$ cat config.mk
export PLATFORM = sky130hd
export DESIGN_NAME = coef_bank
export DESIGN_NICKNAME = d
export VERILOG_FILES = /design/src/logic/cma_pkg.sv /design/src/logic/coef_bank.sv
export SDC_FILE = /design/constraint.sdc
export NUM_CORES = 1
export LEC_CHECK = 0
export BUFFER_PORTS_ARGS = -buffer_cell sky130_fd_sc_hd__buf_2
export CORE_MARGIN = 5
export CORE_UTILIZATION = 50
export DETAILED_ROUTE_END_ITERATION = 8
export PLACE_DENSITY = 0.78
export SYNTH_ARGS = -nofsm -noshare
export SYNTH_HDL_FRONTEND = slang
export SYNTH_SLANG_ARGS = --single-unit
$ cat constraint.sdc
create_clock -name CK -period 1.5 [get_ports CK]
set_input_delay 0.075 -clock CK [delete_from_list [all_inputs] [get_ports CK]]
set_output_delay 0.075 -clock CK [all_outputs]
set_load 0.05 [all_outputs]
$ cat src/logic/cma_pkg.sv
////////////////////////////////////////
// equalizer output stage shared types
// widths, tap count, saturation limits
// packed structs and the clip function
////////////////////////////////////////

package cma_pkg;

    localparam int data_w     = 18;  // Q1.17 samples, coefficients and products
    localparam int num_taps   = 16;
    localparam int group_taps = 8;   // taps per first-level adder group
    localparam int addr_w     = 4;
    localparam int sum_w      = 21;  // eight 18-bit words need three guard bits

    // symmetric limits, -2^17 is never produced by clipping
    localparam logic signed [data_w-1:0] max_pos = (2 ** (data_w - 1)) - 1;
    localparam logic signed [data_w-1:0] max_neg = -((2 ** (data_w - 1)) - 1);

    typedef struct packed {
        logic                     strobe;
        logic signed [data_w-1:0] value;
    } sample_t;

    typedef struct packed {
        logic                     strobe;
        logic [addr_w-1:0]        addr;
        logic signed [data_w-1:0] data;
    } coef_wr_t;

    // element 0 is tap 0, the newest sample
    typedef logic signed [num_taps-1:0][data_w-1:0] tap_vec_t;

    typedef struct packed {
        logic                     valid;
        logic                     sat;   // set when anything on the path clipped
        logic signed [data_w-1:0] sum;
    } fir_out_t;

    // clips a wide signed value back to data_w bits and reports the event
    function automatic logic signed [data_w-1:0] sat_clip(
        input  logic signed [sum_w-1:0] x,
        output logic                    hit
    );
        hit = (x[sum_w-1:data_w-1] != {(sum_w - data_w + 1){x[sum_w-1]}});
        if (!hit) begin
            return x[data_w-1:0];  // in range, -2^17 included
        end else if (x[sum_w-1]) begin
            return max_neg;
        end else begin
            return max_pos;
        end
    endfunction

endpackage

$ cat src/logic/coef_bank.sv
////////////////////////////////////////
// coefficient store for the equalizer
// sixteen registers, host strobe write
////////////////////////////////////////

`timescale 1ns/1ps

module coef_bank (
    input  logic              CK,
    input  logic              arst_n,
    input  cma_pkg::coef_wr_t coef_wr,
    output cma_pkg::tap_vec_t coefs
);

    ////////////////////////////////////////
    // register file
    ////////////////////////////////////////

    // the taps start at zero so the filter output is silent until the
    // host has loaded at least one coefficient
    always_ff @(posedge CK or negedge arst_n) begin
        if (!arst_n) begin
            coefs <= '0;
        end else if (coef_wr.strobe) begin
            coefs[coef_wr.addr] <= coef_wr.data;  // visible to the multipliers next cycle
        end
    end

    ////////////////////////////////////////
    // checks
    ////////////////////////////////////////

    // -2^17 has no positive mirror in Q1.17, the multipliers rely on
    // the coefficient range being symmetric
    a_coef_symmetric: assert property (
        @(posedge CK) disable iff (!arst_n)
        coef_wr.strobe |-> (coef_wr.data >= cma_pkg::max_neg)
    );

endmodule

Word-level counts from Yosys, hierarchy flattened. Index checks and enable logic that the tools add are counted.

Bitwise logic cells: 0. Multipliers: 0. Reduce and logical (&&, ||, !) cells: 1. Shifts and indexed selects: 0. Add/sub/neg operators: 0. Divide/modulo/power cells: 0. Magnitude comparators: 2. Muxes and demuxes: 3. Equality and inequality tests: 0.

Operators by type and width (count): $bwmux W288 (1); $demux W18 S4 (1); $mux W18 (1); $lt A4 B5 Y1 const B (1); $ge A4 B1 Y1 const B (1); $logic_and A1 B1 Y1 (1).

Memory bits (read-only): 0. Output and inout bits: 288. Word-level logic and storage cells: 22. Latch bits: 0. Bits in writable memories: 0. Memories kept: 0. Flip-flop bits (word level): 288. Input bits: 25.

Logic depth before layout (Yosys ltp).
Word-level depth: 5. Depth in mapped cells: 5. Mapped depth without buffers: 3.

Worst setup path before layout. OpenSTA, ideal clock, no wires.

Path kind: input -> register. From: input coef_wr[20] in the netlist's numbering. To: register coefs[61] in the netlist's numbering. Setup time: 125 ps. Cell stages on the path: 5. Data arrival time: 1230 ps. Setup slack: 145 ps. Data required time: 1375 ps. Buffers on the path: 2. Cell sequence: nor3b_2 -> nor2b_1 -> buf_2 -> buf_2 -> mux2_2.

Word-level cells in the longest chain between the ends: 5. Elaborated cells on any way between the ends: 6. Those cells by class: order compare: 2; mux: 3; reduce/logical: 1.

RTL lines: start: declaration (RTL line coef_bank.sv:11) `input cma_pkg::coef_wr_t coef_wr,`; $lt A4 B5 Y1 (implied by the code) / $ge A4 B1 Y1 (equally long branches) (RTL line coef_bank.sv:25) `coefs[coef_wr.addr] <= coef_wr.data;`; $logic_and A1 B1 Y1 (implied by the code) (RTL line coef_bank.sv:25); $mux W18 (implied by the code) (RTL line coef_bank.sv:25); $demux W18 S4 * (RTL line coef_bank.sv:25); $bwmux W288 * (RTL line coef_bank.sv:25); end signal: indexed assignment (RTL line coef_bank.sv:25); end: declaration (RTL line coef_bank.sv:12) `output cma_pkg::tap_vec_t coefs`.

Mark *: on every way between the ends. The rest lies on a longest branch, timed or not. A chain may end at the register's enable or synchronous reset.

Final worst setup path.
From: register coefs[151] in the netlist's numbering. To: output coefs[151] in the netlist's numbering.

No word-level cell between the ends.

==> flow_summary.ini <==
[outcome]
status = finished clean

[die]
die_h_um = 157.0
row_count = 53
die_x_um = 157.0
initial_core_util = 0.5106
core_area_mm2 = 0.02115
ios = 313
die_area_mm2 = 0.02464

[min_path]
hp-class = input port to flop
hold_end = coefs[231]$_DFFE_PN0P_
holdCritStartpoint = coef_wr[15]
whs_path_depth = 2

[final_layout]
regMostFlops = coefs
drive_gt1_frac = 0.6816
fillers = 1498
area_growth_pct = 30.07
nNetsFinal = 1004
antenna_cells = 0
top_regs = coefs: 288 flops
largest_reg_flops = 288
seq_area_mm2 = 0.007207
multi_input_area_mm2 = 0.003401

[timing]
finalCritPeriodShare = 0.8612
tightest_slew_ps = 570.2
rsz0062_at_grt = no
finClkSkew_ps = 0
slew_violations = 0
max_freq_mhz = 774.1
setup_viol = 0
hold_viol_final = 0
hold_slack_ps = 13.73
fin_tns_setup_ps = 0
timing.final.crit_period_ps = 1292
slew-limit-headroom = 0.6199

[worst_setup_path]
r2r_start = coefs[87]$_DFFE_PN0P_
critPathTopFamily = flip-flops
crit_fanout = 2
arrival_ps = 1220
start_kind = flop
end_kind = output port
critical_path_class = flop to output port
rrSetupSlack_ps = 680
worst-path-buf-inv = 1
r2r.worst_path.cells = 1
cp.required_ps = 1420
cp_slowest_cell = dfrtp_1
r2r-end = coefs[87]$_DFFE_PN0P_
cp_slowest_stage_delay_ps = 390
crit_chain = buf_2

[placed_design]
dp_hpwl_um = 19640
port_buffers = 312
place.gp.congestion = 0.7732

[drt]
wl_um = 28330
drc = 0
wire_per_inst_um = 22.19
antenna_left = 0
viasPerCell = 5.287
dr.pass1.iters = 4
drt_iter0_drc = 228
vias = 6751

[synth]
synth_nets = 664
avgSynthCellArea_um2 = 16.90
yosysSeqAreaShare = 0.6672
yosysUniqueCellTypes = 17
synth_cells = 639
synth_seq_cells = 288
yosysWarnings = 0
syn_area_mm2 = 0.01080

[grt]
antenna_found_initial = 0
grt_pass1_wl_um = 44280
track_usage = 0.2316
grt-ovfl-total = 0
grt_max_degree = 65
grt_pass1_vias = 7330

[clock_tree]
cts_tree = built
path_clk_slew_ps = 60
cts-htree-levels = 1
clockBufferDepth = 3
root_buffer = clkbuf_16
numCtsBuffers = 30
post_cts_buffers = 0
worstSkewPairLatency_ps = 530
clkSinkCount = 288

[power_and_ir_drop]
ir_worst_vdd_mv = 1.381
power.density_mw_per_mm2 = 2055
p_leak_nw = 6.900

[flow_run]
cap_violations = 0
## where the power goes
group          internal [mW]  leakage [nW]  total [mW]  switching (mW)
sequential              9.58          3.53        10.5           0.960
combinational           2.63          2.87        11.0            8.34
clock                   4.40         0.499        7.36            2.95
total                   16.6          6.90        28.9            12.3
## what timing repair did
item | in CTS | in global routing
endpoints found under the hold margin | 288 | 0
resized for setup | 0 | 0
hold buffers | 1 | 0
endpoints found under the setup margin | 0 | 0
## cells in the mapped netlist (all sizes together)
library cell,n,area share
nand2,2,0.00070
nor2b,1,0.00058
dfrtp,288,0.67
nand2b,3,0.0017
clkbuf,18,0.0063
nor3b,1,0.0012
mux2,288,0.30
buf,21,0.012
nand3b,3,0.0024
nor2,10,0.0056
or3,3,0.0017
nand3,1,0.00046
## worst max-delay path by stage
stage                                start               endpoint  slack (ps)  depth (start not counted)
finish              coefs[151]$_DFFE_PN0P_             coefs[151]         210                          1
global route        coefs[151]$_DFFE_PN0P_             coefs[151]         150                          1
CTS                 coefs[151]$_DFFE_PN0P_             coefs[151]         170                          1
detailed placement             coef_wr[20]  coefs[57]$_DFFE_PN0P_          60                          5
global placement               coef_wr[20]  coefs[67]$_DFFE_PN0P_          70                          5
floorplan                      coef_wr[20]  coefs[61]$_DFFE_PN0P_         150                          5
## cell usage in the layout (no fill, tap or decap), drive strengths merged
master	count
nor2	10
nand3b	3
nand2	2
clkinv	10
nor2b	1
bufinv	2
nor3b	1
dfrtp	288
clkinvlp	1
mux2	288
nand2b	3
dlygate4sd3	1
nand3	1
clkbuf	42
buf	346
or3	3
## final cells by class
class,count,share of cell area
repair buffers,347,0.1494
multi-input cells,312,0.2421
flip-flops and latches,288,0.5130
well taps,275,0.02449
clock buffers,42,0.06243
clock inverters,13,0.008638
## routing by layer
metal,GRT usage,routed length [um],vias up
met1,0.3071,11600,3498
li1,-,-,2931
met5,0,0,-
met2,0.3745,13330,285
met4,0.05537,486,0
met3,0.07671,2917,37
## cell families after synthesis
group / synth area share
simple gates: 0.01436
flops: 0.6672
buf+inv: 0.01819
mux: 0.3002
## per-stage QoR
stage	utilization	total power [mW]	setup WS, ps	instances	cell area (um2)
floorplan	-	18.68	145.4	639	10800
global placement	0.6165	21.43	73.65	1221	13040
detailed placement	0.6165	21.64	61.59	1221	13040
CTS	0.6642	29.09	174.2	1277	14050
global route	0.6642	30.04	153.0	1277	14050
finish	0.6642	28.87	208.1	1277	14050
Power figures use the tool's default switching activity.
