`config.mk`:
```
export PLATFORM = sky130hd
export DESIGN_NAME = tap_sum
export DESIGN_NICKNAME = d
export VERILOG_FILES = /design/src/logic/cma_pkg.sv /design/src/logic/tap_sum.sv
export SDC_FILE = /design/constraint.sdc
export NUM_CORES = 1
export LEC_CHECK = 0
export BUFFER_PORTS_ARGS = -buffer_cell sky130_fd_sc_hd__clkbuf_2
export CAP_MARGIN = 20
export CORE_ASPECT_RATIO = 1.5
export CORE_MARGIN = 1.5
export CORE_UTILIZATION = 55
export CTS_BUF_LIST = sky130_fd_sc_hd__clkbuf_4 sky130_fd_sc_hd__clkbuf_8 sky130_fd_sc_hd__clkbuf_16
export CTS_CLUSTER_DIAMETER = 150
export DETAILED_ROUTE_END_ITERATION = 10
export GPL_ROUTABILITY_DRIVEN = 0
export GPL_TIMING_DRIVEN = 1
export PLACE_DENSITY_LB_ADDON = 0.05
export RECOVER_POWER = 50
export SLEW_MARGIN = 20
export SYNTH_ARGS = -nofsm -noshare
export SYNTH_HDL_FRONTEND = slang
export SYNTH_SLANG_ARGS = --single-unit
```
`constraint.sdc`:
```
create_clock -name CK -period 4.85 [get_ports CK]
set_clock_uncertainty 0.05 [all_clocks]
set_input_delay 0.7275 -clock CK [delete_from_list [all_inputs] [get_ports CK]]
set_output_delay 0.7275 -clock CK [all_outputs]
set_load 0.01 [all_outputs]
```
`src/logic/cma_pkg.sv`:
```
////////////////////////////////////////
// equalizer output stage shared types
// widths, tap count, saturation limits
// packed structs and the clip function
////////////////////////////////////////

package cma_pkg;

    localparam int data_w     = 18;  // Q1.17 samples, coefficients and products
    localparam int num_taps   = 16;
    localparam int group_taps = 8;   // taps per first-level adder group
    localparam int addr_w     = 4;
    localparam int sum_w      = 21;  // eight 18-bit words need three guard bits

    // symmetric limits, -2^17 is never produced by clipping
    localparam logic signed [data_w-1:0] max_pos = (2 ** (data_w - 1)) - 1;
    localparam logic signed [data_w-1:0] max_neg = -((2 ** (data_w - 1)) - 1);

    typedef struct packed {
        logic                     strobe;
        logic signed [data_w-1:0] value;
    } sample_t;

    typedef struct packed {
        logic                     strobe;
        logic [addr_w-1:0]        addr;
        logic signed [data_w-1:0] data;
    } coef_wr_t;

    // element 0 is tap 0, the newest sample
    typedef logic signed [num_taps-1:0][data_w-1:0] tap_vec_t;

    typedef struct packed {
        logic                     valid;
        logic                     sat;   // set when anything on the path clipped
        logic signed [data_w-1:0] sum;
    } fir_out_t;

    // clips a wide signed value back to data_w bits and reports the event
    function automatic logic signed [data_w-1:0] sat_clip(
        input  logic signed [sum_w-1:0] x,
        output logic                    hit
    );
        hit = (x[sum_w-1:data_w-1] != {(sum_w - data_w + 1){x[sum_w-1]}});
        if (!hit) begin
            return x[data_w-1:0];  // in range, -2^17 included
        end else if (x[sum_w-1]) begin
            return max_neg;
        end else begin
            return max_pos;
        end
    endfunction

endpackage

```
`src/logic/tap_sum.sv`:
```
////////////////////////////////////////
// two-stage tap summer
// group sums of eight, then the final sum
// clipping and flag at every stage
////////////////////////////////////////

`timescale 1ns/1ps

module tap_sum (
    input  logic               CK,
    input  logic               arst_n,
    input  cma_pkg::tap_vec_t  products,
    input  logic               prod_valid,
    input  logic               prod_sat,
    output cma_pkg::fir_out_t  fir_out
);

    logic signed [cma_pkg::sum_w-1:0]  grp_raw  [2];  // full-precision group sums
    logic signed [cma_pkg::data_w-1:0] grp_clip [2];
    logic [1:0]                        grp_hit;
    logic signed [cma_pkg::data_w-1:0] grp_q    [2];
    logic                              grp_valid;
    logic                              grp_sat;
    logic signed [cma_pkg::data_w:0]   fin_raw;       // one guard bit for two words
    logic signed [cma_pkg::data_w-1:0] fin_clip;
    logic                              fin_hit;
    logic signed [cma_pkg::data_w-1:0] out_sum;
    logic                              out_valid;
    logic                              out_sat;

    ////////////////////////////////////////
    // first level, two groups of eight
    ////////////////////////////////////////

    always_comb begin
        for (int g = 0; g < 2; g++) begin
            grp_raw[g] = '0;
            for (int t = 0; t < cma_pkg::group_taps; t++) begin
                grp_raw[g] += cma_pkg::sum_w'($signed(products[g*cma_pkg::group_taps + t]));
            end
            grp_clip[g] = cma_pkg::sat_clip(grp_raw[g], grp_hit[g]);
        end
    end

    always_ff @(posedge CK) begin
        if (prod_valid) begin
            grp_q[0] <= grp_clip[0];  // taps 0 to 7
            grp_q[1] <= grp_clip[1];  // taps 8 to 15
        end
    end

    always_ff @(posedge CK or negedge arst_n) begin
        if (!arst_n) begin
            grp_valid <= 1'b0;
            grp_sat   <= 1'b0;
        end else begin
            grp_valid <= prod_valid;
            grp_sat   <= prod_valid & (prod_sat | (|grp_hit));  // flag follows the sample
        end
    end

    ////////////////////////////////////////
    // second level, final sum
    ////////////////////////////////////////

    always_comb begin
        fin_raw  = (cma_pkg::data_w + 1)'(grp_q[0]) + (cma_pkg::data_w + 1)'(grp_q[1]);
        fin_clip = cma_pkg::sat_clip(cma_pkg::sum_w'(fin_raw), fin_hit);
    end

    always_ff @(posedge CK) begin
        if (grp_valid) begin
            out_sum <= fin_clip;
        end
    end

    always_ff @(posedge CK or negedge arst_n) begin
        if (!arst_n) begin
            out_valid <= 1'b0;
            out_sat   <= 1'b0;
        end else begin
            out_valid <= grp_valid;
            out_sat   <= grp_valid & (grp_sat | fin_hit);
        end
    end

    assign fir_out = '{valid: out_valid, sat: out_sat, sum: out_sum};

    ////////////////////////////////////////
    // checks
    ////////////////////////////////////////

    // a clipped path ends on a symmetric limit, never on -2^17
    a_sat_symmetric: assert property (
        @(posedge CK) disable iff (!arst_n)
        fir_out.sat |-> (fir_out.sum >= cma_pkg::max_neg)
    );

endmodule

```
# After elaboration in Yosys (flattened, before gate mapping)
# Memory sizes are Yosys's and may differ from the RTL's.
# Cells that the tools add are included.
[totals]
word_cells = 37
latch_bits = 0
inputBits = 292
n_memories = 1
reg_bits = 22
ram_bits = 36
out_inout_bits = 20
romBits = 0
[mem_list]
columns = ["name", "depth", "width", "rd", "rd_ports_with_merged_regs", "wr", "line_no", "rtl"]
rows = [
  ["grp_q", 2, 18, 2, 0, 2, "tap_sum.sv:21", "logic signed [cma_pkg::data_w-1:0] grp_q [2];"],
]
[classes]
div_mod_pow = 0
add_sub_neg = 15
magnitude_cmp = 0
eq_ne = 3
bitwise_logic = 4
muxes = 8
shifts = 0
n_mul = 0
n_reduce_logical = 1
[op_table]
columns = ["cell", "n"]
rows = [
  ["$add A21 B18 Y21", 8],
  ["$mux W18", 6],
  ["$add A18 B18 Y19", 3],
  ["$add A20 B18 Y21", 2],
  ["$add A19 B18 Y20", 2],
  ["$ne A3 B3 Y1", 2],
  ["$and A1 B1 Y1", 2],
  ["$mux W1", 2],
  ["$or A1 B1 Y1", 2],
  ["$reduce_or A2 Y1", 1],
  ["$ne A1 B1 Y1", 1],
]

# Longest topological paths before layout
[logic_depth]
word_depth = 11
ltp_mapped = 20
ltp_nobuf = 19

# Worst setup path after synthesis
# Ideal clock, no wire load.
[synth_timing]
path_kind = "input -> register"
start = "input products[200] (netlist name)"
end = "memory grp_q[0][19] (netlist name) (data pin)"
arrival_time_ns = 5.331
setup_ns = 0.260
path_slack_ns = -0.792
n_path_buf = 0
required_time_ns = 4.540
stages = 17
cell_sequence = "inv_1 > fa_1 > inv_1 > fa_1 > fa_1 > fa_1 > ha_1 > fa_1 > a21oi_1 > a2bb2oi_1 > a21boi_1 > o21ai_1 > nor2b_1 > o21ai_1 > xnor2_2 > mux2_4 > mux2_4"
[synth_rtl]
columns = ["item", "line_no", "rtl"]
rows = [
  ["start: declaration", "tap_sum.sv:12", "input cma_pkg::tap_vec_t products,"],
  ["end: declaration", "tap_sum.sv:21", ""],
]

==> run metrics <==
initial core utilization 0.560; failing checks max-capacitance violations, max-slew violations, negative setup slack; Post-synth EDFFs 54; vias per cell 4.77; area of the multi-input gates 7850 µm²; DIE WIDTH 117 µm; CTS tree yes; clock slew at reported path FFs 0.05 ns; H-tree depth 3; Fillers 1438; most used cell, CP fa_1; Tcrit/Tclk final 1.10; Post-Route WL 21100 µm; Core ar. 19200 µm²; Worst Path Arrival 5.36 ns; Remaining Overflow, GRT 0; Finished Core Util 0.744; Yosys warning count 0; register area share after synthesis 0.160; total number of vias 8477; commonest non-fill, non-tap cell in the layout inv_1; # DRC 0; IO Port Bufs 311; Max Cap Viol 1; Avg WL per Cell 11.9 µm; Crit Path Max Fanout 6; Clk Latency, worst-skew pair 0.33 ns; buffer and inverter count on the worst path 3; Pre-Repair DR Iteration Count 5; Syn Nets 1665; Final ANT Viol Nets 0; Most Crowded Layer GR met2; cts bufs inserted 9; # setup viols final 36; FMAX 0.188 GHz; critical-path cell list buf_6 > inv_2 > fa_1 > inv_2 > fa_2 > fa_1 > fa_1 > ha_4 > fa_2 > a21oi_2 > a2bb2oi_2 > a22o_1 > o21ai_2 > xor2_1 > or3_4 > mux2_4 > mux2_4; Ports 312; initial DRC count 287; std cell rows 62; storage element area 1720 µm²; fin. max-slew vios 39; Final Hold Vio Count 0; post-DP HPWL 18500 µm; met3 global-route usage 0.0181; P&R area growth vs syn 33.0%; status complete, but fails checks; met1 Usage GRT 0.237; number of distinct library cells after synthesis 64; crit-path max cell delay 0.56 ns; share of cells above drive strength 1 0.353; clock buffer depth 2; die area 20400 µm²; nets@finish 2092; worst path required time 4.88 ns; grt met2 use 0.435; ANT cells 0; synthesized area 10700 µm²; Final WS setup -0.481 ns; Slew HR -0.331; CTS Root Cell clkbuf_16; Primary FF master, synth edfxtp_1; Num Clock Sinks 58; # hold bufs at CTS 0; Startpoint Class input pin; first-pass GRT wire length 36000 µm; final worst path period need 5.33 ns; worst-margin pin slew 2.00 ns; cell depth of the worst setup path 17; worst min path class in2async; Mapped Cells 1088; vias in the first global route 9066; GRT Total Usage 0.219; synthesized area per cell 9.86 µm²; commonest non-fill, non-tap cells in the layout inv_1, clkbuf_2, fa_1; ys async rst share 0.0690; CP Class in2reg; CP Capture Type flip-flop; Reg2Reg Depth 15; initial antenna violation count 0; largest net degree at the start of global routing 39; TNS Setup -11.04 ns; CP delay by family, top adder cells; #FFs+latches synth 58; Crit-path slowest cell fa_2; die height 174 µm; RSZ-0062 raised after global routing yes
[cells by family after synthesis]
logic type	after synthesis	share of synthesized area
buf+inv	408	0.146
simple gates	104	0.0483
xor+xnor	52	0.0431
flops	58	0.160
compound gates	174	0.106
fa+ha+maj	285	0.488
mux	7	0.00851
[cells in the mapped netlist, drive strengths merged (3+ instances only)]
| library cell | n | area [µm²] |
|---|---|---|
| nor2b | 6 | 37.5 |
| buf | 6 | 53.8 |
| ha | 62 | 776 |
| o41ai | 3 | 41.3 |
| or2 | 4 | 25.0 |
| nand2b | 6 | 37.5 |
| a21boi | 10 | 78.8 |
| and3 | 6 | 37.5 |
| nor2 | 24 | 90.1 |
| clkbuf | 5 | 18.8 |
| o21ai | 58 | 298 |
| a211oi | 4 | 30.0 |
| dfrtp | 4 | 100 |
| xor2 | 23 | 201 |
| nor3 | 10 | 50.1 |
| mux2 | 5 | 71.3 |
| nand3 | 13 | 65.1 |
| xnor2 | 29 | 262 |
| a31oi | 4 | 40.0 |
| fa | 223 | 4460 |
| inv | 397 | 1490 |
| o21a | 6 | 45.0 |
| edfxtp | 54 | 1620 |
| a21oi | 42 | 214 |
| and2 | 3 | 21.3 |
| a21o | 25 | 188 |
| nand2 | 25 | 93.8 |
[metal layers]
layer,vias to the layer above,part of all wire
met4,0,0.024
met3,39,0.033
met5,-,0
met2,222,0.60
met1,4103,0.35
li1,4113,-
[state kept, by name, summed over array words and instances (netlist names)]
register,count
grp_q,36
grp_sat,1
grp_valid,1
out_sat,1
out_sum,18
out_valid,1
[final timing paths]
path	endpoint	slack, ns	startpoint
worst min register to register	out_sat$_DFF_PN0_	0.40	grp_sat$_DFF_PN0_
min in group CK	out_sat$_DFF_PN0_	0.40	grp_sat$_DFF_PN0_
worst max-delay path	grp_q[0][20]$_DFFE_PP_	-0.48	products[182]
max in group asynchronous	out_sat$_DFF_PN0_	4.42	arst_n
worst min-delay path	out_valid$_DFF_PN0_	0.16	arst_n
worst max register to register	out_sum[11]$_DFFE_PP_	0.44	grp_q[0][19]$_DFFE_PP_
[through the flow]
step | worst slack (ns) | cell area (µm²) | cells | hold WS, ns
finish | -0.481 | 14300 | 1776 | 0.160
global route | -0.646 | 14300 | 1776 | 0.179
CTS | -0.463 | 14100 | 1775 | 0.140
detailed placement | -0.840 | 13500 | 1746 | 0.392
global placement | -0.780 | 13500 | 1746 | 0.385
floorplan | -0.544 | 10900 | 1088 | 0.378
[what timing repair did]
| item | 4_1_cts | 5_1_grt |
|---|---|---|
| cloned | 2 | 1 |
| resized for setup | 30 | 35 |
| pin swaps | 22 | 15 |
| setup endpoints to repair | 36 | 36 |
| setup buffers | 11 | 2 |
[layout make-up]
type / count / share of cell area
clock inverters: 5 / 0.00877
multi-input cells: 624 / 0.550
repair buffers: 425 / 0.175
clock buffers: 11 / 0.0173
well taps: 256 / 0.0225
inverters: 397 / 0.106
flip-flops and latches: 58 / 0.121
Power is not shown: default switching activity piles up to over one toggle a cycle in this logic, so the estimate is an artifact.
